[src/ahb_pkg.sv]
// AHB-Lite shared types and memory map; word transfers only, single master, no HPROT or HSIZE
package ahb_pkg;

  // --------------------
  // Transfer and response codes
  // --------------------
  localparam logic [1:0] HTRANS_IDLE   = 2'b00;
  localparam logic [1:0] HTRANS_BUSY   = 2'b01;
  localparam logic [1:0] HTRANS_NONSEQ = 2'b10;
  localparam logic [1:0] HTRANS_SEQ    = 2'b11;

  localparam logic RESP_OKAY  = 1'b0;
  localparam logic RESP_ERROR = 1'b1;

  // --------------------
  // Memory map
  // --------------------
  // SRAM window, 256 words from address zero
  localparam logic [31:0] SRAM_BASE  = 32'h0000_0000;
  localparam int          SRAM_WORDS = 256;

  // GPIO window, 16 bytes
  localparam logic [31:0] GPIO_BASE  = 32'h4000_0000;
  localparam int          GPIO_WIDTH = 8;

  // Register offsets inside the GPIO window
  localparam logic [3:0] GPIO_OUT_OFS = 4'h0;
  localparam logic [3:0] GPIO_DIR_OFS = 4'h4;
  localparam logic [3:0] GPIO_IN_OFS  = 4'h8;

  // Slave indices into select vector and response array
  localparam int NUM_SLAVES  = 3;
  localparam int SLV_SRAM    = 0;
  localparam int SLV_GPIO    = 1;
  localparam int SLV_DEFAULT = 2;

  // --------------------
  // Bus structs
  // --------------------
  // Request shared by decoder and all slaves
  typedef struct packed {
    logic [31:0] haddr;
    logic [1:0]  htrans;
    logic        hwrite;
    logic [31:0] hwdata;
    logic        hready;   // bus-wide ready, fed back from the mux
  } ahb_req_t;

  // One slave's answer
  typedef struct packed {
    logic [31:0] hrdata;
    logic        hresp;
    logic        hreadyout;
  } ahb_rsp_t;

endpackage

[src/ahb_slave_mux.sv]
// AHB response mux; data-phase select follows HREADY, idle data phases answer OKAY and ready
`timescale 1ns/1ps

module ahb_slave_mux
(
  input  logic                             HCLK,
  input  logic                             HRESETn,
  input  logic [ahb_pkg::NUM_SLAVES-1:0]   sel,
  input  logic [1:0]                       htrans,
  input  ahb_pkg::ahb_rsp_t                slv_rsp [ahb_pkg::NUM_SLAVES],
  output logic [31:0]                      HRDATA,
  output logic                             HRESP,
  output logic                             HREADY
);

  import ahb_pkg::*;

  // Slave owning the current data phase
  logic [NUM_SLAVES-1:0] sel_q;

  // --------------------
  // Data-phase select
  // --------------------
  // Idle or busy address phases leave nothing selected
  always_ff @(posedge HCLK or negedge HRESETn)
  begin
    if (!HRESETn)
    begin
      sel_q <= '0;
    end
    else if (HREADY)
    begin
      sel_q <= htrans[1] ? sel : '0;
    end
  end

  // --------------------
  // Response routing
  // --------------------
  always_comb
  begin
    // Idle answer
    HRDATA = '0;
    HRESP  = RESP_OKAY;
    HREADY = 1'b1;
    // Select is one-hot, so at most one match
    for (int i = 0; i < NUM_SLAVES; i++)
    begin
      if (sel_q[i])
      begin
        HRDATA = slv_rsp[i].hrdata;
        HRESP  = slv_rsp[i].hresp;
        HREADY = slv_rsp[i].hreadyout;
      end
    end
  end

endmodule

[config.mk]
export PLATFORM = sky130hd
export DESIGN_NAME = ahb_slave_mux
export DESIGN_NICKNAME = d
export VERILOG_FILES = /design/src/ahb_pkg.sv /design/src/ahb_slave_mux.sv
export SDC_FILE = /design/constraint.sdc
export NUM_CORES = 1
export LEC_CHECK = 0
export BUFFER_PORTS_ARGS = -buffer_cell sky130_fd_sc_hd__clkbuf_2
export CORE_MARGIN = 2
export CORE_UTILIZATION = 25
export CTS_BUF_LIST = sky130_fd_sc_hd__clkbuf_4
export DETAILED_ROUTE_END_ITERATION = 12
export PLACE_DENSITY_LB_ADDON = 0.3
export RECOVER_POWER = 100
export REMOVE_ABC_BUFFERS = 1
export SYNTH_ARGS = -nofsm -noshare
export SYNTH_HDL_FRONTEND = slang
export SYNTH_SLANG_ARGS = --single-unit
export TNS_END_PERCENT = 20
[constraint.sdc]
create_clock -name HCLK -period 1.9 [get_ports HCLK]
set_input_delay 0.095 -clock HCLK [delete_from_list [all_inputs] [get_ports HCLK]]
set_output_delay 0.095 -clock HCLK [all_outputs]
set_load 0.02 [all_outputs]
==> flow_summary.yaml <==
timing:
  fin_crit_ns: 1.74
  hold_viol_final: 0
  slew_violations: 0
  setup-violations-final: 0
  fin_hold_ws_ns: 0.0785
  fin_ws_ns: 0.164
  relSlewSlack_pct: 66.0
  tightest_slew_ns: 0.510
  fmax_mhz: 576
  period_share_pct: 91.4
  finalClockSkew_ns: 0.00318
  rsz0062_at_grt: "no"
  tns_ns: 0
power:
  p_leak_nw: 0.885
  vdd_drop_max_v: 0.000487
  totalPowerFinal_mw: 2.15
  p_per_area_mw_per_mm2: 1370
synth:
  synth.yosys.seq_area_share_pct: 8.98
  syn_area_sq_um: 836
  synthDistinctLibCells: 18
  synth_edf_count: 0
  async_flop_share_pct: 100
  postSynthCellCount: 132
  synthesis.area_per_instance_sq_um: 6.33
  synth-seq-cells: 3
  ys.flop_type: "dfrtp_1"
  yosys_warnings: 0
global_routing:
  antenna_found_initial: 0
  first_global_vias: 1189
  grt_start_max_net_pins: 34
  grt_overflow: 0
  grt_pass1_wl_microns: 4710
  gr-usage-all-layers_pct: 15.9
clocking:
  clk_pin_slew_worst_paths_ns: 0.04
  cts_buffer_depth: 2
  cts_root_buffer: "clkbuf_4"
  cts_tree: "done"
  postCtsHoldBufs: 1
  cts_buffers: 3
  worstSkewPairLatency_ns: 0.24
  clkSinkCount: 3
  post_cts_buffers: 0
  cts_resized: 0
  htreeDepth: 1
cells_and_area:
  fillers: 334
  num_antenna_cells: 0
  largest_reg_flops: 3
  final_common_cell: "clkbuf_2"
  top_register: "sel_q"
  final_cell_area_sq_mm: 0.00158
  area_delta_synth_final_pct: 88.5
  most-common-layout-cells: "clkbuf_2 (137), nand2_1 (37), o21ai_0 (31), a22oi_1 (31), clkbuf_1 (5)"
  final_nets: 379
  utilization_pct: 50.4
  final_layout_size_suffix_gt1_share_pct: 55.8
  reg.largest.list: "sel_q: 3 flops"
  finalNonFillerCells: 313
die:
  die_y_microns: 61.8
  num_rows: 20
  core_sq_mm: 0.00313
  die_w_microns: 61.8
  die-area_sq_mm: 0.00382
  start_util_pct: 26.7
  io_pins: 143
route:
  avgRoutedWirePerCell_microns: 10.7
  ant_nets: 0
  vias: 1440
  wirelength_microns: 3360
  drcViolationCount: 0
  drtIter0Drc: 48
  first_pass_iters: 4
  detail_route.vias_per_cell: 4.60
setup_path:
  path_class: "reg -> out"
  crit_arrival_ns: 1.64
  crit_chain: "nor2b_4 -> buf_4 -> a22oi_1 -> o21ai_0 -> clkbuf_1"
  rrSetupSlack_ns: 0.45
  path_buf_inv: 2
  startpoint_type: "flop"
  end_kind: "output pin"
  worstPathRequired_ns: 1.80
  cp_slowest_cell: "dfrtp_1"
  cpLargestDelayFamily: "buffers and inverters"
  critPathMaxStageDelay_ns: 0.41
  worstPathMaxFanout: 31
place:
  placedCellCount: 308
  placed_area_sq_mm: 0.00154
  gp_congestion: 0.748
  port_buffers: 141
  place_ws_ns: 0.438
  dp_hpwl_microns: 2760
flow_run:
  drv_cap: 0
worst_hold_path:
  hold_class: "in -> reg"
status:
  status: "completed"
==> synthesized netlist by cell type, drive strengths merged, types with 2 or more instances <==
cell,count,area (sq um)
a31oi,2,12.5
nor2b,2,27.5
buf,11,80.1
clkbuf,3,11.3
mux2i,2,20.0
a22oi,31,233
nand2,37,139
and2,2,12.5
o21ai,33,165
inv,2,7.51
dfrtp,3,75.1
==> power breakdown <==
part,total [mW],switching [mW],internal (mW)
combinational,1.81,1.12,0.681
sequential,0.214,0.118,0.0962
clock,0.131,0.0374,0.0932
==> logic make-up after synthesis <==
group / share of synthesized area [%]
flops: 8.98
simple gates: 24.1
mux: 2.40
compound gates: 52.7
buf+inv: 11.8
==> tightest hold or removal path, cell delays in order <==
cell and delay (ns):
clkbuf_2 0.08, nand2_1 0.05, a2bb2oi_1 0.05
==> routing by layer <==
metal	routed length [microns]	part of all wire, %	global-route usage, %	vias to the layer above
li1	-	-	-	761
met1	1250	37	17.6	608
met2	1830	55	30.7	67
met3	244	7.3	1.24	4
met4	26	0.77	6.99	0
met5	0	0	0	-
==> worst paths after layout <==
kind / start / to / depth (start not counted)
setup / recovery: sel_q[0] / HRDATA[15] / 5
hold / removal: sel[2] / sel_q[2] / 3
setup reg to reg: sel_q[1] / sel_q[1] / 4
hold reg to reg: sel_q[0] / sel_q[0] / 2
max in group asynchronous: HRESETn / sel_q[2] / 2
min in group asynchronous: HRESETn / sel_q[0] / 2
==> final cells by class <==
cell class              count  area, sq um  share of cell area [%]
inverters                   2         7.51                   0.477
clock buffers               4         30.0                    1.91
multi-input cells         113          662                    42.0
repair buffers            147          744                    47.3
flip-flops and latches      3         76.3                    4.85
well taps                  44         55.1                    3.49
No activity file was read; power rests on OpenSTA's default activity.
