### src/ahb_pkg.sv
// AHB-Lite shared types and memory map; word transfers only, single master, no HPROT or HSIZE
package ahb_pkg;

  // --------------------
  // Transfer and response codes
  // --------------------
  localparam logic [1:0] HTRANS_IDLE   = 2'b00;
  localparam logic [1:0] HTRANS_BUSY   = 2'b01;
  localparam logic [1:0] HTRANS_NONSEQ = 2'b10;
  localparam logic [1:0] HTRANS_SEQ    = 2'b11;

  localparam logic RESP_OKAY  = 1'b0;
  localparam logic RESP_ERROR = 1'b1;

  // --------------------
  // Memory map
  // --------------------
  // SRAM window, 256 words from address zero
  localparam logic [31:0] SRAM_BASE  = 32'h0000_0000;
  localparam int          SRAM_WORDS = 256;

  // GPIO window, 16 bytes
  localparam logic [31:0] GPIO_BASE  = 32'h4000_0000;
  localparam int          GPIO_WIDTH = 8;

  // Register offsets inside the GPIO window
  localparam logic [3:0] GPIO_OUT_OFS = 4'h0;
  localparam logic [3:0] GPIO_DIR_OFS = 4'h4;
  localparam logic [3:0] GPIO_IN_OFS  = 4'h8;

  // Slave indices into select vector and response array
  localparam int NUM_SLAVES  = 3;
  localparam int SLV_SRAM    = 0;
  localparam int SLV_GPIO    = 1;
  localparam int SLV_DEFAULT = 2;

  // --------------------
  // Bus structs
  // --------------------
  // Request shared by decoder and all slaves
  typedef struct packed {
    logic [31:0] haddr;
    logic [1:0]  htrans;
    logic        hwrite;
    logic [31:0] hwdata;
    logic        hready;   // bus-wide ready, fed back from the mux
  } ahb_req_t;

  // One slave's answer
  typedef struct packed {
    logic [31:0] hrdata;
    logic        hresp;
    logic        hreadyout;
  } ahb_rsp_t;

endpackage

### src/ahb_addr_decoder.sv
// Combinational AHB decoder; exactly one select is set, unmapped space goes to the default slave
`timescale 1ns/1ps

module ahb_addr_decoder
(
  input  ahb_pkg::ahb_req_t                req,
  output logic [ahb_pkg::NUM_SLAVES-1:0]   sel
);

  import ahb_pkg::*;

  // Offset of the address into the SRAM window
  logic [31:0] sram_ofs;
  logic        sram_hit;
  logic        gpio_hit;

  // --------------------
  // Window compares
  // --------------------
  assign sram_ofs = req.haddr - SRAM_BASE;

  // Out-of-window offsets wrap high, so one compare covers both sides
  assign sram_hit = (sram_ofs < SRAM_WORDS * 4);

  // GPIO window is 16 bytes, aligned
  assign gpio_hit = (req.haddr[31:4] == GPIO_BASE[31:4]);

  // --------------------
  // One-hot select
  // --------------------
  always_comb
  begin
    sel = '0;
    if (sram_hit)
    begin
      sel[SLV_SRAM] = 1'b1;
    end
    else if (gpio_hit)
    begin
      sel[SLV_GPIO] = 1'b1;
    end
    else
    begin
      // Anything else answers with ERROR
      sel[SLV_DEFAULT] = 1'b1;
    end
  end

endmodule

### config.mk
export PLATFORM = sky130hd
export DESIGN_NAME = ahb_addr_decoder
export DESIGN_NICKNAME = d
export VERILOG_FILES = /design/src/ahb_pkg.sv /design/src/ahb_addr_decoder.sv
export SDC_FILE = /design/constraint.sdc
export NUM_CORES = 1
export LEC_CHECK = 0
export BUFFER_PORTS_ARGS = -buffer_cell sky130_fd_sc_hd__buf_2
export CAP_MARGIN = 20
export CORE_AREA = 4 4 41 43
export DETAILED_ROUTE_END_ITERATION = 16
export DIE_AREA = 0 0 45 47
export PLACE_DENSITY = 0.76
export SLEW_MARGIN = 0
export SYNTH_ARGS = -nofsm -noshare
export SYNTH_HDL_FRONTEND = slang
export SYNTH_SLANG_ARGS = --single-unit
### constraint.sdc
create_clock -name vclk -period 1.73
set_input_delay 0.0865 -clock vclk [all_inputs]
set_output_delay 0.0865 -clock vclk [all_outputs]
set_load 0.05 [all_outputs]
==> impl.org, run 1 <==
** Setup path
- The worst setup path is captured at an output pin.
- Critical Path Start Type :: input port
- Highest cell delay on the worst timing path :: 0.37 ns
- Data arrival, critical path :: 1.22 ns
- Slowest stage cell, crit path :: sky130_fd_sc_hd__or3_1
- CP required :: 1.64 ns
- Of all nets on the critical path, the largest fanout is 3.
- Among the stages of the critical path, the cell type that occurs most often is sky130_fd_sc_hd__buf_2.
- Broken down by cell family, the worst path's largest delay share belongs to simple AND/OR/NAND/NOR gates.
- Start-to-end type of the worst setup path :: in -> out
- Traced cell by cell, the critical path runs through buf_2, nor4_2, nand4_1, or3_1, buf_2.
- Buffers and inverters on the worst path :: 2

** Placed design
- After detailed placement, the total cell area comes to 275.3 sq um.
- Post-Place Setup Slack :: 0.3987 ns
- DP Wirelength :: 557.6 microns
- Count of input and output buffers :: 31
- Routability-driven placement finished with a final weighted congestion of 0.5768.

** Finish
- Clock buffers in the final layout number 0.
- Counting the fill cells in the layout gives 161.
- After the last flow step, the layout net total stands at 116.
- FF+latch count :: 0
- The sequential cells in the finished layout cover a total of 0 sq um.
- The post-route netlist has 73.91% of its cells at a drive strength greater than 1.
- For this run, the share of the core covered by cells in the final layout is 21.15%.
- Final Instance Area :: 275.3 sq um
- Summing all multi-input logic gate instances after layout gives 101.3 sq um.
- Layout overhead on the synthesized area :: 171.6%
- Antenna diode count :: 0

** Routing
- Antenna violation net count after detailed routing :: 0
- After detailed routing, the total wire length is 565 microns.
- Routed WL per cell :: 9.262 microns
- For this run, design rule violations remaining after detail routing come to 0.
- Total via count in the routed design :: 254
- For this run, the detailed router's first-pass iteration total came to 1.
- Using the TritonRoute via totals, the vias-per-cell ratio works out to 4.164.
- For this block, the initial DRC count from the detailed router was 0.

** Run
- # Max-Cap Violations :: 0

** Power and ir drop
- The internal power of the cells totals 25.83 uW.
- NetSw :: 14.05 uW
- Power per standard cell area :: 144.9 nW/um^2
- The analysis attributes to cell leakage a power of 0.0001357 uW.
- VDD sags by at most 0.03736 mV.
- The share of total power dissipated in combinational logic is 100.0%.
- Of the total power, the share spent switching nets is 35.23%.
- Share of power burned in the clock network :: 0%
- Part of the total power dissipated in sequential elements :: 0%

** STA
- # setup viols final :: 0
- The worst pin sits at a relative slew slack of 80.21%.
- Time the final worst path needs with I/O delays and setup :: 1.309 ns
- After routing, the total negative slack on setup checks comes to 0 ns.
- The final-report hold violation count is 0.
- Final-report max-slew violation count :: 0
- After layout, the worst path uses 75.69% of the clock period.
- Hold is met by 0.5195 ns.
- RSZ-0062 raised after global routing :: false
- Achievable Freq :: 0.7637 GHz
- Worst Max-Slew Pin Slew :: 0.2941 ns
- Setup WS post-layout :: 0.4206 ns

** CTS
- Gates resized during post-CTS repair numbered 0.
- Hold repair after CTS inserted 0 buffers.
- The number of setup buffers added after CTS is 0.

** Floorplan
- Std-Cell Core Area :: 1301 sq um
- The die covers 2115 sq um.
- 71 I/O pins were placed.
- Horizontal die dimension :: 45 microns
- Num rows :: 13
- Starting density of the core :: 7.788%
- The floorplan step set the die height to 47 microns.

** Logic synthesis
- Leading cell types by total area after synthesis :: sky130_fd_sc_hd__nor4_2 (37%), sky130_fd_sc_hd__nor3_1 (15%), sky130_fd_sc_hd__nor4_1 (12%), sky130_fd_sc_hd__a21boi_0 (7.4%), sky130_fd_sc_hd__nor2_1 (7.4%)
- Post-Syn Area per Cell :: 6.756 sq um
- Counting every net in the synthesized netlist gives 83.
- Post-synthesis cell area :: 101.3 sq um
- For this run, the number of Yosys warnings is 0.
- Portion of the post-synthesis area used by sequential elements :: 0%
- The synthesized design spends more area on one cell type than any other, namely sky130_fd_sc_hd__nor4_2.
- Synth cell types :: 9
- Gate Count Post-Synth :: 15
- After synthesis, the largest area contributor takes up 37.04% of total cell area.

** Global route
- Total routing resource utilization after global routing :: 4.563%
- Entering global routing, the biggest net connects 4 pins.
- Remaining Overflow, GRT :: 0
- Number of global-route vias before repair :: 246
- First-pass GRT wire length :: 779 microns
- The initial antenna violation count was 0.

** Run status
- Status :: completed

** Worst hold path
- The path class of the tightest hold or removal check is in -> out.
## metrics by stage
step / power [uW] / std cells
after CTS: 40.49 / 61
after global routing: 44.11 / 61
after global placement: 38.67 / 61
after detailed placement: 40.37 / 61
final: 39.88 / 61
after floorplan: 5.896 / 15
## power groups by stage
stage / combinational [uW] / sequential, uW / clock, uW
finish: 39.9 / 0 / 0
global route: 44.1 / 0 / 0
CTS: 40.5 / 0 / 0
detailed placement: 40.4 / 0 / 0
global placement: 38.7 / 0 / 0
floorplan: 5.90 / 0 / 0
## placed cells by master, fill, tap and decap left out
| master | instances |
|---|---|
| sky130_fd_sc_hd__or3_1 | 1 |
| sky130_fd_sc_hd__nand2_1 | 1 |
| sky130_fd_sc_hd__buf_2 | 31 |
| sky130_fd_sc_hd__a21boi_0 | 1 |
| sky130_fd_sc_hd__nor3_1 | 3 |
| sky130_fd_sc_hd__nor4_1 | 2 |
| sky130_fd_sc_hd__nor4_2 | 3 |
| sky130_fd_sc_hd__nor2_1 | 2 |
| sky130_fd_sc_hd__nand4_1 | 1 |
| sky130_fd_sc_hd__nand3_1 | 1 |
## Yosys cell counts
library cell               number
sky130_fd_sc_hd__nor2_1         2
sky130_fd_sc_hd__nor4_1         2
sky130_fd_sc_hd__or3_1          1
sky130_fd_sc_hd__nand2_1        1
sky130_fd_sc_hd__nand4_1        1
sky130_fd_sc_hd__nand3_1        1
sky130_fd_sc_hd__a21boi_0       1
sky130_fd_sc_hd__nor4_2         3
sky130_fd_sc_hd__nor3_1         3
## cell type report
type / count / share of cell area [%]
tap: 15 / 6.818
multi-input combinational: 15 / 36.82
timing repair buffer: 31 / 56.36
## cells by family (layout without fill, tap and decap cells)
family | count (synthesis) | count (layout) | synth area share [%]
simple gates | 14 | 14 | 92.59
buf+inv | 0 | 31 | 0
compound gates | 1 | 1 | 7.410
## metal layers
layer  track usage, %  vias to the layer above  share of wire [%]
met1            4.719                       97                 35
li1                 -                      126                  -
met3           0.3831                        0                 25
met2            10.17                       31                 40
met4                0                        0                  0
met5                0                        -                  0
## worst paths after layout
| path | from | to | depth (start not counted) |
|---|---|---|---|
| max | req[65] | sel[2] | 5 |
| min | req[66] | sel[0] | 3 |
No activity file was read; power rests on OpenSTA's default activity.
==> inputs of run 2 (changes only) <==
Settings changed: ABC_AREA set to 1, PLACE_DENSITY 0.76 to 0.83.
Clock period 1.73 ns to 1.2 ns, I/O delays scaled along.
==> impl.org, run 2 <==
** Floorplan
- Floorplan die height :: 47 microns
- Num rows :: 13
- The die covers 2115 sq um.
- Number of ports placed on the die boundary :: 71
- The initial utilization of the core area, before any placement, comes to 11.63%.
- Horizontal die dimension :: 45 microns
- Std-Cell Core Area :: 1301 sq um

** STA
- Final cycle utilization of the critical path :: 82.40%
- Once routing completed, OpenROAD measured the worst setup slack at 0.2112 ns.
- At the pin with the least slew margin, the transition time is 0.2497 ns.
- # setup viols final :: 0
- RSZ-0062 raised after global routing :: false
- In the final timing run, aggregate negative setup slack is 0 ns.
- The worst pin sits at a relative slew slack of 83.46%.
- Final hold violations :: 0
- Time the final worst path needs with I/O delays and setup :: 0.9888 ns
- Final-report max-slew violation count :: 0
- For this run, the top clock speed supported by timing is 1.011 GHz.

** Routing
- The routed layout has 319 vias.
- Vias per Instance :: 3.798
- Wires add up to 597 microns.
- Detailed-route DRC error count :: 0
- For this run, the detailed router's first-pass iteration total came to 1.
- Dividing the detail-routed wire length by the instance count gives 7.107 microns.
- Once detail routing completed, the nets flagged for antenna violations numbered 0.
- The detailed router finished its first iteration with 0 violations.

** Finish
- Antenna diode count :: 0
- The final layout contains a sequential cell count of 0.
- Clock Buffer Count :: 0
- Layout overhead on the synthesized area :: 114.9%
- The library cells used most frequently in the layout, excluding fill and tap cells, are sky130_fd_sc_hd__buf_2 (31), sky130_fd_sc_hd__nor2_1 (16), sky130_fd_sc_hd__nand2_1 (11).
- Most frequent standard cell in the layout excluding fill and tap cells :: sky130_fd_sc_hd__buf_2
- Post-layout nets :: 139
- The post-route netlist has 44.93% of its cells at a drive strength greater than 1.
- Once layout is complete, the utilization of the core stands at 25.00%.
- Final std cells w/o fill :: 84
- Final Instance Area :: 325.3 sq um
- Counting the fill cells in the layout gives 157.
- Register Area :: 0 sq um

** Power and ir drop
- In this run the static leakage power is 0.0002111 uW.
- Power per standard cell area :: 199.4 nW/um^2
- Across the VDD grid, the largest voltage drop is 0.05060 mV.

** Setup path
- STA puts the critical path data arrival time at 0.93 ns.
- CP required :: 1.14 ns
- Start-to-end type of the worst setup path :: in -> out
- Along the worst path, the maximum fanout reaches 3.
- STA classifies the critical path startpoint as an input port.
- The worst setup path is captured at an output pin.

** CTS
- For this design, the CTS-stage hold fixing added 0 buffers.
- After clock tree synthesis, the repair step resized 0 gates.
- # Post-CTS Setup Buffers :: 0

** Logic synthesis
- Synthesis Warnings :: 0
- In the post-synthesis netlist, the biggest area contributors are sky130_fd_sc_hd__nor2_1 (40%), sky130_fd_sc_hd__nand2_1 (27%), sky130_fd_sc_hd__inv_1 (17%), sky130_fd_sc_hd__nor3_1 (6.6%), sky130_fd_sc_hd__o21bai_1 (5.0%).
- Dominant cell by count in the synthesized netlist :: sky130_fd_sc_hd__nor2_1
- Portion of the post-synthesis area used by sequential elements :: 0%
- The top cell type by area accounts for 39.67% of the synthesized area.
- Post-synthesis cell area :: 151.4 sq um
- Counting distinct cell types in the post-synthesis netlist gives 6.
- The number of nets in the synthesized netlist is 106.
- Largest area contributor in the netlist :: sky130_fd_sc_hd__nor2_1
- Top cells by count, synth :: sky130_fd_sc_hd__nor2_1 (16), sky130_fd_sc_hd__nand2_1 (11), sky130_fd_sc_hd__inv_1 (7)
- After synthesis, the mean cell area works out to 3.984 sq um.
- Gate Count Post-Synth :: 38

** Run status
- The flow ran to the end, and the final reports show no timing, DRC or antenna violations.

** Placed design
- During placement, the flow inserted port buffers numbering 31.
- Placed cell count :: 84
- Area after detailed placement :: 325.3 sq um
- Global placement routability congestion :: 0.5957
- Prior to clock tree synthesis, the placed netlist has a worst setup slack of 0.1928 ns.
- Once detailed placement completed, the half-perimeter wirelength came to 579.1 microns.

** Worst hold path
- The worst hold path belongs to the class in -> out.

** Run
- # Max-Cap Violations :: 0

** Global route
- Pin count of the biggest net entering global routing :: 5
- Number of antenna violations at the first check in global routing :: 0
- Remaining Overflow, GRT :: 0
- Total routing resource utilization after global routing :: 5.586%
- First-pass GRT wire length :: 959 microns
- The number of global-route vias before repair is 295.
run 2: cells by family (layout without fill, tap and decap cells):
kind of cell / Yosys count / count (layout) / share of synthesized area [%]
buf+inv: 7 / 38 / 17.36
compound gates: 1 / 1 / 4.961
simple gates: 30 / 30 / 77.69
run 2: worst max-delay path, cell delays in order:
cell and delay [ns]:
sky130_fd_sc_hd__buf_2 0.09, sky130_fd_sc_hd__nor2_1 0.10, sky130_fd_sc_hd__nand2_1 0.06, sky130_fd_sc_hd__nor2_1 0.09, sky130_fd_sc_hd__nand2_1 0.10, sky130_fd_sc_hd__nor3_1 0.14, sky130_fd_sc_hd__buf_2 0.29
run 2: worst paths after layout:
kind / startpoint / end / slack [ns] / depth (start not counted)
hold / removal: req[66] / sel[0] / 0.58 / 4
setup / recovery: req[53] / sel[0] / 0.21 / 7
run 2: metal layers:
metal | routed length, microns | vias to the layer above | share of wire (%) | GRT usage (%)
met2 | 247 | 30 | 41 | 12.15
met1 | 181 | 117 | 30 | 6.067
met4 | 0 | 0 | 0 | 0
met5 | 0 | - | 0 | 0
li1 | - | 172 | - | -
met3 | 167 | 0 | 28 | 0.3831
run 2: area by class of cell:
| cell class | count | area (sq um) | area share [%] |
|---|---|---|---|
| inverter | 7 | 26.28 | 8.077 |
| timing repair buffer | 31 | 155.1 | 47.69 |
| tap | 15 | 18.77 | 5.769 |
| multi-input combinational | 31 | 125.1 | 38.46 |
run 2: stage by stage:
step           power, uW  hold slack [ns]
2_1_floorplan      19.41           0.4160
3_3_place_gp       62.40           0.5602
3_5_place_dp       65.77           0.5872
4_1_cts            66.00           0.5864
5_1_grt            75.52           0.6394
6_report           64.88           0.5808
run 2: power breakdown:
part	switching, uW	leakage, uW	internal, uW
Combinational	24.1	0.000211	40.8
Clock	0	0	0
Sequential	0	0	0
