**src/ahb_pkg.sv**
```systemverilog
// AHB-Lite shared types and memory map; word transfers only, single master, no HPROT or HSIZE
package ahb_pkg;

  // --------------------
  // Transfer and response codes
  // --------------------
  localparam logic [1:0] HTRANS_IDLE   = 2'b00;
  localparam logic [1:0] HTRANS_BUSY   = 2'b01;
  localparam logic [1:0] HTRANS_NONSEQ = 2'b10;
  localparam logic [1:0] HTRANS_SEQ    = 2'b11;

  localparam logic RESP_OKAY  = 1'b0;
  localparam logic RESP_ERROR = 1'b1;

  // --------------------
  // Memory map
  // --------------------
  // SRAM window, 256 words from address zero
  localparam logic [31:0] SRAM_BASE  = 32'h0000_0000;
  localparam int          SRAM_WORDS = 256;

  // GPIO window, 16 bytes
  localparam logic [31:0] GPIO_BASE  = 32'h4000_0000;
  localparam int          GPIO_WIDTH = 8;

  // Register offsets inside the GPIO window
  localparam logic [3:0] GPIO_OUT_OFS = 4'h0;
  localparam logic [3:0] GPIO_DIR_OFS = 4'h4;
  localparam logic [3:0] GPIO_IN_OFS  = 4'h8;

  // Slave indices into select vector and response array
  localparam int NUM_SLAVES  = 3;
  localparam int SLV_SRAM    = 0;
  localparam int SLV_GPIO    = 1;
  localparam int SLV_DEFAULT = 2;

  // --------------------
  // Bus structs
  // --------------------
  // Request shared by decoder and all slaves
  typedef struct packed {
    logic [31:0] haddr;
    logic [1:0]  htrans;
    logic        hwrite;
    logic [31:0] hwdata;
    logic        hready;   // bus-wide ready, fed back from the mux
  } ahb_req_t;

  // One slave's answer
  typedef struct packed {
    logic [31:0] hrdata;
    logic        hresp;
    logic        hreadyout;
  } ahb_rsp_t;

endpackage

```
**src/ahb_gpio_regs.sv**
```systemverilog
// GPIO register slave; word accesses, input offset is read-only, other offsets read as zero
`timescale 1ns/1ps

module ahb_gpio_regs
(
  input  logic                             HCLK,
  input  logic                             HRESETn,
  input  logic                             ahb_sel,
  input  ahb_pkg::ahb_req_t                req,
  input  logic [ahb_pkg::GPIO_WIDTH-1:0]   gpio_in,
  output ahb_pkg::ahb_rsp_t                rsp,
  output logic [ahb_pkg::GPIO_WIDTH-1:0]   gpio_out,
  output logic [ahb_pkg::GPIO_WIDTH-1:0]   gpio_oe
);

  import ahb_pkg::*;

  logic                  accept;
  logic                  wr_q;
  logic [1:0]            ofs_q;
  logic [GPIO_WIDTH-1:0] out_q;
  logic [GPIO_WIDTH-1:0] dir_q;
  logic [GPIO_WIDTH-1:0] in_meta;
  logic [GPIO_WIDTH-1:0] in_sync;
  logic [31:0]           rdata;

  assign accept = ahb_sel & req.htrans[1] & req.hready;

  // --------------------
  // Address phase
  // --------------------
  always_ff @(posedge HCLK or negedge HRESETn)
  begin
    if (!HRESETn)
    begin
      wr_q <= 1'b0;
    end
    else if (req.hready)
    begin
      wr_q <= accept & req.hwrite;
    end
  end

  // Word offset within the window
  always_ff @(posedge HCLK)
  begin
    if (accept)
    begin
      ofs_q <= req.haddr[3:2];
    end
  end

  // --------------------
  // Registers
  // --------------------
  always_ff @(posedge HCLK or negedge HRESETn)
  begin
    if (!HRESETn)
    begin
      out_q   <= '0;
      dir_q   <= '0;
      in_meta <= '0;
      in_sync <= '0;
    end
    else
    begin
      // Two-flop synchronizer on the pins
      in_meta <= gpio_in;
      in_sync <= in_meta;
      // Data-phase write; input offset ignored
      if (wr_q && req.hready)
      begin
        if (ofs_q == GPIO_OUT_OFS[3:2])
        begin
          out_q <= req.hwdata[GPIO_WIDTH-1:0];
        end
        else if (ofs_q == GPIO_DIR_OFS[3:2])
        begin
          dir_q <= req.hwdata[GPIO_WIDTH-1:0];
        end
      end
    end
  end

  // Read mux, zero-extended
  always_comb
  begin
    rdata = '0;
    case (ofs_q)
      GPIO_OUT_OFS[3:2]: rdata[GPIO_WIDTH-1:0] = out_q;
      GPIO_DIR_OFS[3:2]: rdata[GPIO_WIDTH-1:0] = dir_q;
      GPIO_IN_OFS[3:2]:  rdata[GPIO_WIDTH-1:0] = in_sync;
      default:           rdata = '0;
    endcase
  end

  assign gpio_out      = out_q;
  assign gpio_oe       = dir_q;
  assign rsp.hrdata    = rdata;
  assign rsp.hresp     = RESP_OKAY;
  assign rsp.hreadyout = 1'b1;

endmodule

```
**config.mk**
```make
export PLATFORM = sky130hd
export DESIGN_NAME = ahb_gpio_regs
export DESIGN_NICKNAME = d
export VERILOG_FILES = /design/src/ahb_pkg.sv /design/src/ahb_gpio_regs.sv
export SDC_FILE = /design/constraint.sdc
export NUM_CORES = 1
export LEC_CHECK = 0
export ABC_CLOCK_PERIOD_IN_PS = 3580
export BUFFER_PORTS_ARGS = -buffer_cell sky130_fd_sc_hd__buf_2
export CELL_PAD_IN_SITES_DETAIL_PLACEMENT = 0
export CELL_PAD_IN_SITES_GLOBAL_PLACEMENT = 2
export CORE_MARGIN = 2
export CORE_UTILIZATION = 23
export DETAILED_ROUTE_END_ITERATION = 10
export PLACE_DENSITY_LB_ADDON = 0.1
export SKIP_CTS_REPAIR_TIMING = 1
export SLEW_MARGIN = 25
export SYNTH_ARGS = -nofsm -noshare
export SYNTH_HDL_FRONTEND = slang
export SYNTH_SLANG_ARGS = --single-unit
```
**constraint.sdc**
```tcl
create_clock -name HCLK -period 3.58 [get_ports HCLK]
set_input_delay 0.358 -clock HCLK [delete_from_list [all_inputs] [get_ports HCLK]]
set_output_delay 0.358 -clock HCLK [all_outputs]
set_load 0.01 [all_outputs]
```
==> flow_metrics.env, run 1 <==
export IMPL_hpwl_um=2284
export IMPL_crit_family="flip-flops"
export IMPL_die_area_um2=7447
export IMPL_ctsLongestPathBuffers=2
export IMPL_start_util_pct=24.12
export IMPL_rr_worst_depth=2
export IMPL_wl_um=3297
export IMPL_viasPerCell=3.841
export IMPL_fmax_mhz=474.5
export IMPL_antenna_left=0
export IMPL_synth_top_area_share_pct=53.01
export IMPL_antenna_found_initial=0
export IMPL_wl_per_cell_um=14.21
export IMPL_drt_iter0_markers=35
export IMPL_startpoint_type="flip-flop"
export IMPL_die_h_um=86.30
export IMPL_cts_root_buf="clkbuf_8"
export IMPL_cts_tree="done"
export IMPL_worstSetupPathType="reg2out"
export IMPL_cts_reportedPaths_clkPinSlew_ps=80
export IMPL_crit_required_ps=3220
export IMPL_arrival_ps=1750
export IMPL_grt_pass1_vias=921
export IMPL_placed_cell_area_um2=1745
export IMPL_gp_routability_congestion=0.6739
export IMPL_grt_max_degree=34
export IMPL_final_area_um2=1844
export IMPL_regToRegEndpoint="gpio_out[7]"
export IMPL_die_w_um=86.30
export IMPL_clkLatencyLatePin_ps=290
export IMPL_antenna_cells=0
export IMPL_drc=0
export IMPL_grt_pass1_wl_um=4740
export IMPL_hp_class="in2async"
export IMPL_area_growth_pct=18.39
export IMPL_p_leak_nw=0.9554
export IMPL_slowest_stage="edfxtp_1"
export IMPL_post_route_cells_drive_above_1_share_pct=47.10
export IMPL_synth_cell_types=17
export IMPL_syn_cell_area_um2=1558
export IMPL_r2r_start="ofs_q[0]"
export IMPL_hold_viol_final=0
export IMPL_yosys_top_cells_area="dfrtp_1 (53%), buf_4 (13%), mux2_4 (8.7%)"
export IMPL_path_buf_inv=1
export IMPL_numPortBuffers=47
export IMPL_clock_skew_ps=10.71
export IMPL_setup_tns_ps=0
export IMPL_fin_crit_sh_pct=58.87
export IMPL_ir_drop_mv=0.1385
export IMPL_status="finished clean"
export IMPL_slowest_delay_ps=760
export IMPL_setup_worst_path_end_class="primary output"
export IMPL_power_density_nw_per_um2=543.2
export IMPL_row_count=29
export IMPL_setup_violations=0
export IMPL_path_max_fanout=11
export IMPL_worstPathCellList="and2b_2 > o2bb2ai_1 > buf_2"
export IMPL_cts_max_level=2
export IMPL_ys_warn_count=0
export IMPL_synth_cells=106
export IMPL_firstDrtPassIters=3
export IMPL_ys_seq_area_share_pct=56.87
export IMPL_vias=891
export IMPL_cts_buffers=5
export IMPL_maxSlewViolCount=0
export IMPL_rrSetupSlack_ps=1640
export IMPL_syn_area_per_cell_um2=14.70
export IMPL_ios=129
export IMPL_core_area_um2=6459
export IMPL_whs_ps=122.1
export IMPL_nNetsFinal=233
export IMPL_rsz0062_at_grt="no"
export IMPL_ys_seq_elements=35
export IMPL_finalWorstPathRequiredPeriod_ps=2107
export IMPL_drv_cap=0
export IMPL_synth_top_area_cell="dfrtp_1"
export IMPL_grt_total_usage_pct=8.738
export IMPL_cts_sinks=35
export IMPL_tightest_slew_ps=738.2
export IMPL_slew_headroom_pct=50.79
export IMPL_overflow=0
## cells in the final DEF (no fill, tap or decap)
cell type / synthesis / layout
and2b_2: 1 / 1
and3_1: 1 / 1
and4bb_1: 1 / 1
buf_2: 1 / 47
clkbuf_8: 0 / 6
clkinv_4: 0 / 1
clkinvlp_4: 0 / 1
conb_1: 2 / 26
dfrtp_1: 33 / 33
edfxtp_1: 2 / 2
inv_1: 1 / 1
mux2_2: 7 / 7
mux2_4: 9 / 9
mux2i_1: 8 / 8
nand4_1: 1 / 1
nand4b_4: 1 / 1
o21ai_0: 1 / 1
o2bb2ai_1: 8 / 8
## synthesized netlist by cell type, drive strengths merged
master / number
inv: 1
and4bb: 1
buf: 30
mux2i: 8
conb: 2
nand4: 1
edfxtp: 2
mux2: 16
and3: 1
o21ai: 1
o2bb2ai: 8
nand4b: 1
and2b: 1
dfrtp: 33
## registers in the layout (all words and copies together) (netlist names)
register  cells
in_meta       8
in_sync       8
gpio_oe       8
gpio_out      8
wr_q          1
ofs_q         2
## worst max path at each step
| stage | to | startpoint | cells after the start | slack [ps] |
|---|---|---|---|---|
| after floorplan | rsp[2] | ofs_q[0] | 4 | 2180 |
| after global routing | rsp[6] | ofs_q[0] | 3 | 1370 |
| final | rsp[6] | ofs_q[0] | 3 | 1470 |
| after CTS | rsp[6] | ofs_q[0] | 3 | 1430 |
| after global placement | gpio_out[1] | ofs_q[0] | 2 | 1570 |
| after detailed placement | gpio_out[0] | ofs_q[0] | 2 | 1600 |
## cell families after synthesis
group,share of synthesized area [%]
compound gates,4.819
buf+inv,15.26
flops,56.87
mux,18.88
other cells,0.4821
simple gates,3.695
## report_power, final
group / internal, W / leakage, nW / switching, W
clock network: 0.000157 / 0.0474 / 0.000148
registers: 0.000452 / 0.422 / 0.0000414
logic: 0.000106 / 0.486 / 0.0000973
## cell type report
class	instances	area (µm²)
fillers	678	4614
flip-flops and latches	35	885.9
multi-input cells	64	524.3
repair buffers	47	235.2
well taps	77	96.34
clock buffers	6	82.58
clock inverters	2	16.27
inverters	1	3.754
## layer usage
metal | vias to the layer above | GRT usage [%] | share of wire, %
met2 | 44 | 12.40 | 45
met5 | - | 0 | 0
met3 | 3 | 4.095 | 9.2
met1 | 438 | 11.91 | 45
met4 | 0 | 2.557 | 0.49
li1 | 406 | - | -
## per-stage QoR
step	std cells	worst slack [ps]	util, %	power, W
4_1_cts	232	1427	28.55	0.001023
5_1_grt	232	1367	28.55	0.001062
6_report	232	1473	28.55	0.001002
2_1_floorplan	130	2178	-	0.0006335
3_5_place_dp	224	1595	27.02	0.0007091
3_3_place_gp	224	1570	27.02	0.0007049
No activity file was read; power rests on OpenSTA's default activity.
==> inputs of run 2 (changes only) <==
ABC_CLOCK_PERIOD_IN_PS = 2200   (was 3580)
CORE_UTILIZATION = 22   (was 23)
clock period = 2.2 ns   (was 3.58 ns; I/O delays follow)
==> run 2 against run 1 <==
Net effect:
- worst hold slack worse by 120 ps
- total power up 57%
- largest power group unchanged
- utilization down 1.1 points
- flip-flop and latch count unchanged
==> flow_metrics.env, run 2 (synthesized netlist as in run 1, its figures left out) <==
export IMPL_regToRegEndpoint="gpio_out[5]"
export IMPL_fillers=729
export IMPL_tightest_slew_ps=760.8
export IMPL_path_max_fanout=8
export IMPL_core_area_um2=6832
export IMPL_die_area_um2=7770
export IMPL_nNetsFinal=236
export IMPL_setup_violations=0
export IMPL_grt_total_usage_pct=9.114
export IMPL_slew_headroom_pct=49.28
export IMPL_cts_max_level=2
export IMPL_setup_worst_path_end_class="primary output"
export IMPL_die_h_um=88.15
export IMPL_ios=129
export IMPL_overflow=0
export IMPL_cts_buffers=5
export IMPL_status="finished clean"
export IMPL_r2r_start="ofs_q[1]"
export IMPL_post_route_cells_drive_above_1_share_pct=46.84
export IMPL_antenna_cells=0
export IMPL_worstSetupPathType="reg2out"
export IMPL_fmax_mhz=567.1
export IMPL_power_density_nw_per_um2=838.7
export IMPL_hp_class="in2async"
export IMPL_row_count=30
export IMPL_hpwl_um=2381
export IMPL_clkPwrFrac_pct=27.9
export IMPL_firstDrtPassIters=2
export IMPL_rrSetupSlack_ps=640
export IMPL_dr_wl_met2_um=1644
export IMPL_drt_iter0_markers=11
export IMPL_clock_skew_ps=5.081
export IMPL_drv_cap=0
export IMPL_grt_pass1_wl_um=5078
export IMPL_p_sw_share_pct=27.94
export IMPL_wl_per_cell_um=12.83
export IMPL_numPortBuffers=47
export IMPL_antenna_found_initial=0
export IMPL_rr_worst_depth=3
export IMPL_arrival_ps=1540
export IMPL_clkLatencyLatePin_ps=280
export IMPL_startpoint_type="flip-flop"
export IMPL_finalWorstPathRequiredPeriod_ps=1763
export IMPL_whs_ps=4.124
export IMPL_p_switching_w=0.0004389
export IMPL_die_w_um=88.15
export IMPL_comb_power_share_pct=21.2
export IMPL_critPathCapture="rsp[8]"
export IMPL_area_growth_pct=20.24
export IMPL_gp_routability_congestion=0.6289
export IMPL_fin_crit_sh_pct=80.15
export IMPL_top_layer="met4"
export IMPL_crit_required_ps=1980
export IMPL_met3_length_um=285
export IMPL_antenna_left=0
export IMPL_cts_sinks=35
export IMPL_hold_viol_final=0
export IMPL_p_int_w=0.001132
export IMPL_viasPerCell=3.563
export IMPL_final_common_cell="buf_2"
export IMPL_vias=905
export IMPL_cts_reportedPaths_clkPinSlew_ps=70
export IMPL_final_cell_mix="buf_2 (47), dfrtp_1 (33), conb_1 (26)"
export IMPL_ctsLongestPathBuffers=2
export IMPL_wl_um=3260
export IMPL_grt_pass1_vias=954
export IMPL_crit_start="ofs_q[0]"
export IMPL_drc=0
export IMPL_setup_tns_ps=0
export IMPL_cts_root_buf="clkbuf_8"
export IMPL_start_util_pct=22.80
export IMPL_maxSlewViolCount=0
export IMPL_ir_drop_mv=0.3005
export IMPL_grt_max_degree=34
export IMPL_cts_tree="done"
export IMPL_multi_input_area_um2=524.3
export IMPL_p_leak_nw=0.9659
export IMPL_seqCellArea_um2=885.9
export IMPL_p_seq_share_pct=50.9
export IMPL_rsz0062_at_grt="no"
export IMPL_wl_met1_um=1293
-- run 2: changes by cell type in the layout (fill, tap and decap cells not counted) --
cell / change
buf_4: +3
clkbuf_1: +2
clkbuf_8: -1
clkinv_2: +1
clkinv_4: -1
clkinvlp_4: -1
-- run 2: area by class of cell --
cell class,count,area share [%]
inverters,1,0.2004
clock inverters,1,0.2672
well taps,96,6.413
clock buffers,7,4.075
repair buffers,50,13.76
flip-flops and latches,35,47.29
multi-input cells,64,27.99
-- run 2: how the worst min path moves through the flow --
stage                from  slack [ps]     endpoint  depth (start not counted)
4_1_cts           HRESETn          30   gpio_oe[4]                          1
3_3_place_gp   gpio_in[3]         330   in_meta[3]                          1
3_5_place_dp      HRESETn         330   gpio_oe[4]                          1
6_report          HRESETn           4  gpio_out[4]                          1
5_1_grt        gpio_in[7]          20   in_meta[7]                          1
2_1_floorplan     HRESETn         -80   gpio_oe[0]                          0
-- run 2: layer usage --
metal / track usage (%) / up-vias
li1: - / 415
met1: 10.47 / 439
met3: 4.053 / 4
met4: 3.719 / 0
met2: 14.88 / 47
met5: 0 / -
-- run 2: per-stage QoR --
step / utilization [%] / instance area [µm²] / std cells / power, W / setup slack [ps]
3_5_place_dp: 26.23 / 1792 / 246 / 0.001155 / 621.0
5_1_grt: 27.42 / 1873 / 254 / 0.001674 / 280.6
4_1_cts: 27.42 / 1873 / 254 / 0.001605 / 376.2
3_3_place_gp: 26.23 / 1792 / 246 / 0.001150 / 615.9
2_1_floorplan: - / 1648 / 130 / 0.001031 / 936.4
6_report: 27.42 / 1873 / 254 / 0.001571 / 436.7
-- run 2: worst max-delay path, cell delays in order (launching register included) --
cell       delay (ps)
edfxtp_1          550
and2b_2           410
o2bb2ai_1         150
buf_2             160
-- run 2: power by group through the flow --
stage / combinational (W) / sequential, W / clock, W
global route: 0.000367 / 0.000816 / 0.000492
CTS: 0.000340 / 0.000804 / 0.000461
finish: 0.000333 / 0.000800 / 0.000438
global placement: 0.000339 / 0.000811 / 0
floorplan: 0.000199 / 0.000831 / 0
detailed placement: 0.000340 / 0.000815 / 0
==> inputs of run 3 (changes only) <==
ABC_AREA = 1   (was unset)
ABC_CLOCK_PERIOD_IN_PS = 1570   (was 2200)
CORE_UTILIZATION = 17   (was 22)
clock period = 1.57 ns   (was 2.2 ns; I/O delays follow)
==> run 3 against run 2 <==
Net effect:
- die area rose by 24%
- global-route usage fell by 0.29 points
- synthesized cell count rose by 50%
- first-iteration DRC count grew to 4.0 times the previous value
- total power rose by 41%
==> flow_metrics.env, run 3 <==
export IMPL_status="finished clean"
export IMPL_wl_per_cell_um=12.57
export IMPL_synth_common_cells="nand2_1 (59), dfrtp_1 (33), buf_4 (28), nand3_1 (24), inv_1 (3)"
export IMPL_crit_required_ps=1410
export IMPL_synth_top_area_share_pct=54.91
export IMPL_synth_cell_types=15
export IMPL_overflow=0
export IMPL_cts_root_buf="clkbuf_8"
export IMPL_power_w=0.002214
export IMPL_die_area_um2=9615
export IMPL_drt_iter0_markers=44
export IMPL_yosys_top_cells_area="dfrtp_1 (55%), nand2_1 (15%), buf_4 (14%)"
export IMPL_crit_start="ofs_q[0]"
export IMPL_cts_max_level=2
export IMPL_die_h_um=98.06
export IMPL_post_route_cells_drive_above_1_share_pct=31.74
export IMPL_startpoint_type="flip-flop"
export IMPL_async_reset_ff_share_pct=94.29
export IMPL_setup_tns_ps=0
export IMPL_finalWorstPathRequiredPeriod_ps=1516
export IMPL_final_cell_mix="nand2_1 (56), buf_2 (45), dfrtp_1 (33)"
export IMPL_synth_top_area_cell="dfrtp_1"
export IMPL_final_common_cell="nand2_1"
export IMPL_wl_um=4248
export IMPL_hold_viol_final=0
export IMPL_syn_cell_area_um2=1504
export IMPL_hp_start="req[39]"
export IMPL_comb_power_share_pct=21.3
export IMPL_hpwl_um=2909
export IMPL_p_sw_share_pct=30.63
export IMPL_grt_total_usage_pct=8.821
export IMPL_viasPerCell=3.621
export IMPL_firstDrtPassIters=4
export IMPL_p_int_w=0.001536
export IMPL_power_density_nw_per_um2=1058
export IMPL_p_switching_w=0.0006781
export IMPL_cts_reportedPaths_clkPinSlew_ps=70
export IMPL_arrival_ps=1360
export IMPL_synth_ff_type="dfrtp_1"
export IMPL_rsz0062_at_grt="yes"
export IMPL_die_w_um=98.06
export IMPL_grt_pass1_vias=1237
export IMPL_ys_seq_area_share_pct=58.90
export IMPL_clock_skew_ps=3.923
export IMPL_cts_sinks=35
export IMPL_antenna_found_initial=0
export IMPL_start_util_pct=17.42
export IMPL_synth_edff_count=2
export IMPL_maxSlewViolCount=0
export IMPL_whs_ps=48.43
export IMPL_fin_cells=338
export IMPL_gp_routability_congestion=0.6849
export IMPL_hp_class="in2reg"
export IMPL_p_seq_share_pct=50.6
export IMPL_ios=129
export IMPL_ys_warn_count=0
export IMPL_clkLatencyLatePin_ps=290
export IMPL_setup_worst_path_end_class="primary output"
export IMPL_setup_violations=0
export IMPL_grt_max_degree=34
export IMPL_worstSetupPathType="reg2out"
export IMPL_yosysMostFrequentCell="nand2_1"
export IMPL_synth_cells=159
export IMPL_fin_crit_sh_pct=96.59
export IMPL_row_count=34
export IMPL_area_growth_pct=39.18
export IMPL_numPortBuffers=47
export IMPL_grt_pass1_wl_um=6444
export IMPL_clkPwrFrac_pct=28.1
export IMPL_ys_seq_elements=35
export IMPL_vias=1224
export IMPL_dp_cells=315
export IMPL_path_max_fanout=7
export IMPL_antenna_left=0
export IMPL_drv_cap=0
export IMPL_nNetsFinal=308
export IMPL_ir_drop_mv=0.2877
export IMPL_p_leak_nw=1.120
export IMPL_drc=0
export IMPL_ctsLongestPathBuffers=2
export IMPL_cts_buffers=5
export IMPL_fmax_mhz=659.4
export IMPL_core_area_um2=8636
export IMPL_syn_area_per_cell_um2=9.459
export IMPL_cts_tree="done"
export IMPL_r2r_start="ofs_q[0]"
export IMPL_antenna_cells=0
export IMPL_post_route_util_pct=24.24
run 3: layer usage:
layer / GRT usage [%] / routed length (µm)
met4: 3.419 / 59
met3: 3.293 / 279
met2: 15.23 / 2189
met1: 9.862 / 1718
met5: 0 / 0
run 3: worst paths after layout:
check	endpoint	slack (ps)	cells past startpoint
max	rsp[8]	50	6
min	ofs_q[1]	50	1
max reg2reg	gpio_oe[2]	230	6
max in group asynchronous	gpio_oe[2]	820	3
min reg2reg	in_sync[5]	350	0
min in group asynchronous	in_meta[6]	430	3
run 3: area by class of cell:
| type | instances | area [µm²] |
|---|---|---|
| clock buffer | 6 | 72.57 |
| inverter | 4 | 15.01 |
| clock inverter | 2 | 7.507 |
| multi-input combinational | 115 | 503.0 |
| tap | 108 | 135.1 |
| sequential | 35 | 885.9 |
| timing repair buffer | 68 | 474.2 |
| fill | 949 | 6543 |
run 3: worst max-delay path, cell delays in order (launching register included):
cell      delay, ps
edfxtp_1        410
inv_2            60
nor2_4          190
buf_12          160
nand2_1          50
nand3_1          60
buf_2           130
run 3: cells by family (layout without fill, tap and decap cells):
| family | after synthesis | in the layout | share of synthesized area (%) |
|---|---|---|---|
| AO/OA/AOI/OAI | 1 | 1 | 0.3325 |
| buffers and inverters | 33 | 80 | 15.31 |
| flip-flops | 35 | 35 | 58.90 |
| other | 2 | 26 | 0.4994 |
| AND/OR/NAND/NOR | 88 | 88 | 24.96 |
run 3: power by group through the flow:
| stage | combinational [W] | clock (W) | sequential, W |
|---|---|---|---|
| 2_1_floorplan | 0.000211 | 0 | 0.00116 |
| 3_3_place_gp | 0.000427 | 0 | 0.00113 |
| 3_5_place_dp | 0.000429 | 0 | 0.00114 |
| 4_1_cts | 0.000431 | 0.000658 | 0.00112 |
| 5_1_grt | 0.000532 | 0.000706 | 0.00114 |
| 6_report | 0.000473 | 0.000622 | 0.00112 |
run 3: through the flow:
stage / instance area (µm²) / worst slack [ps]
floorplan: 1594 / 373.9
global placement: 1807 / 56.57
detailed placement: 1807 / 49.00
CTS: 1887 / -130.8
global route: 2093 / -62.44
finish: 2093 / 53.58
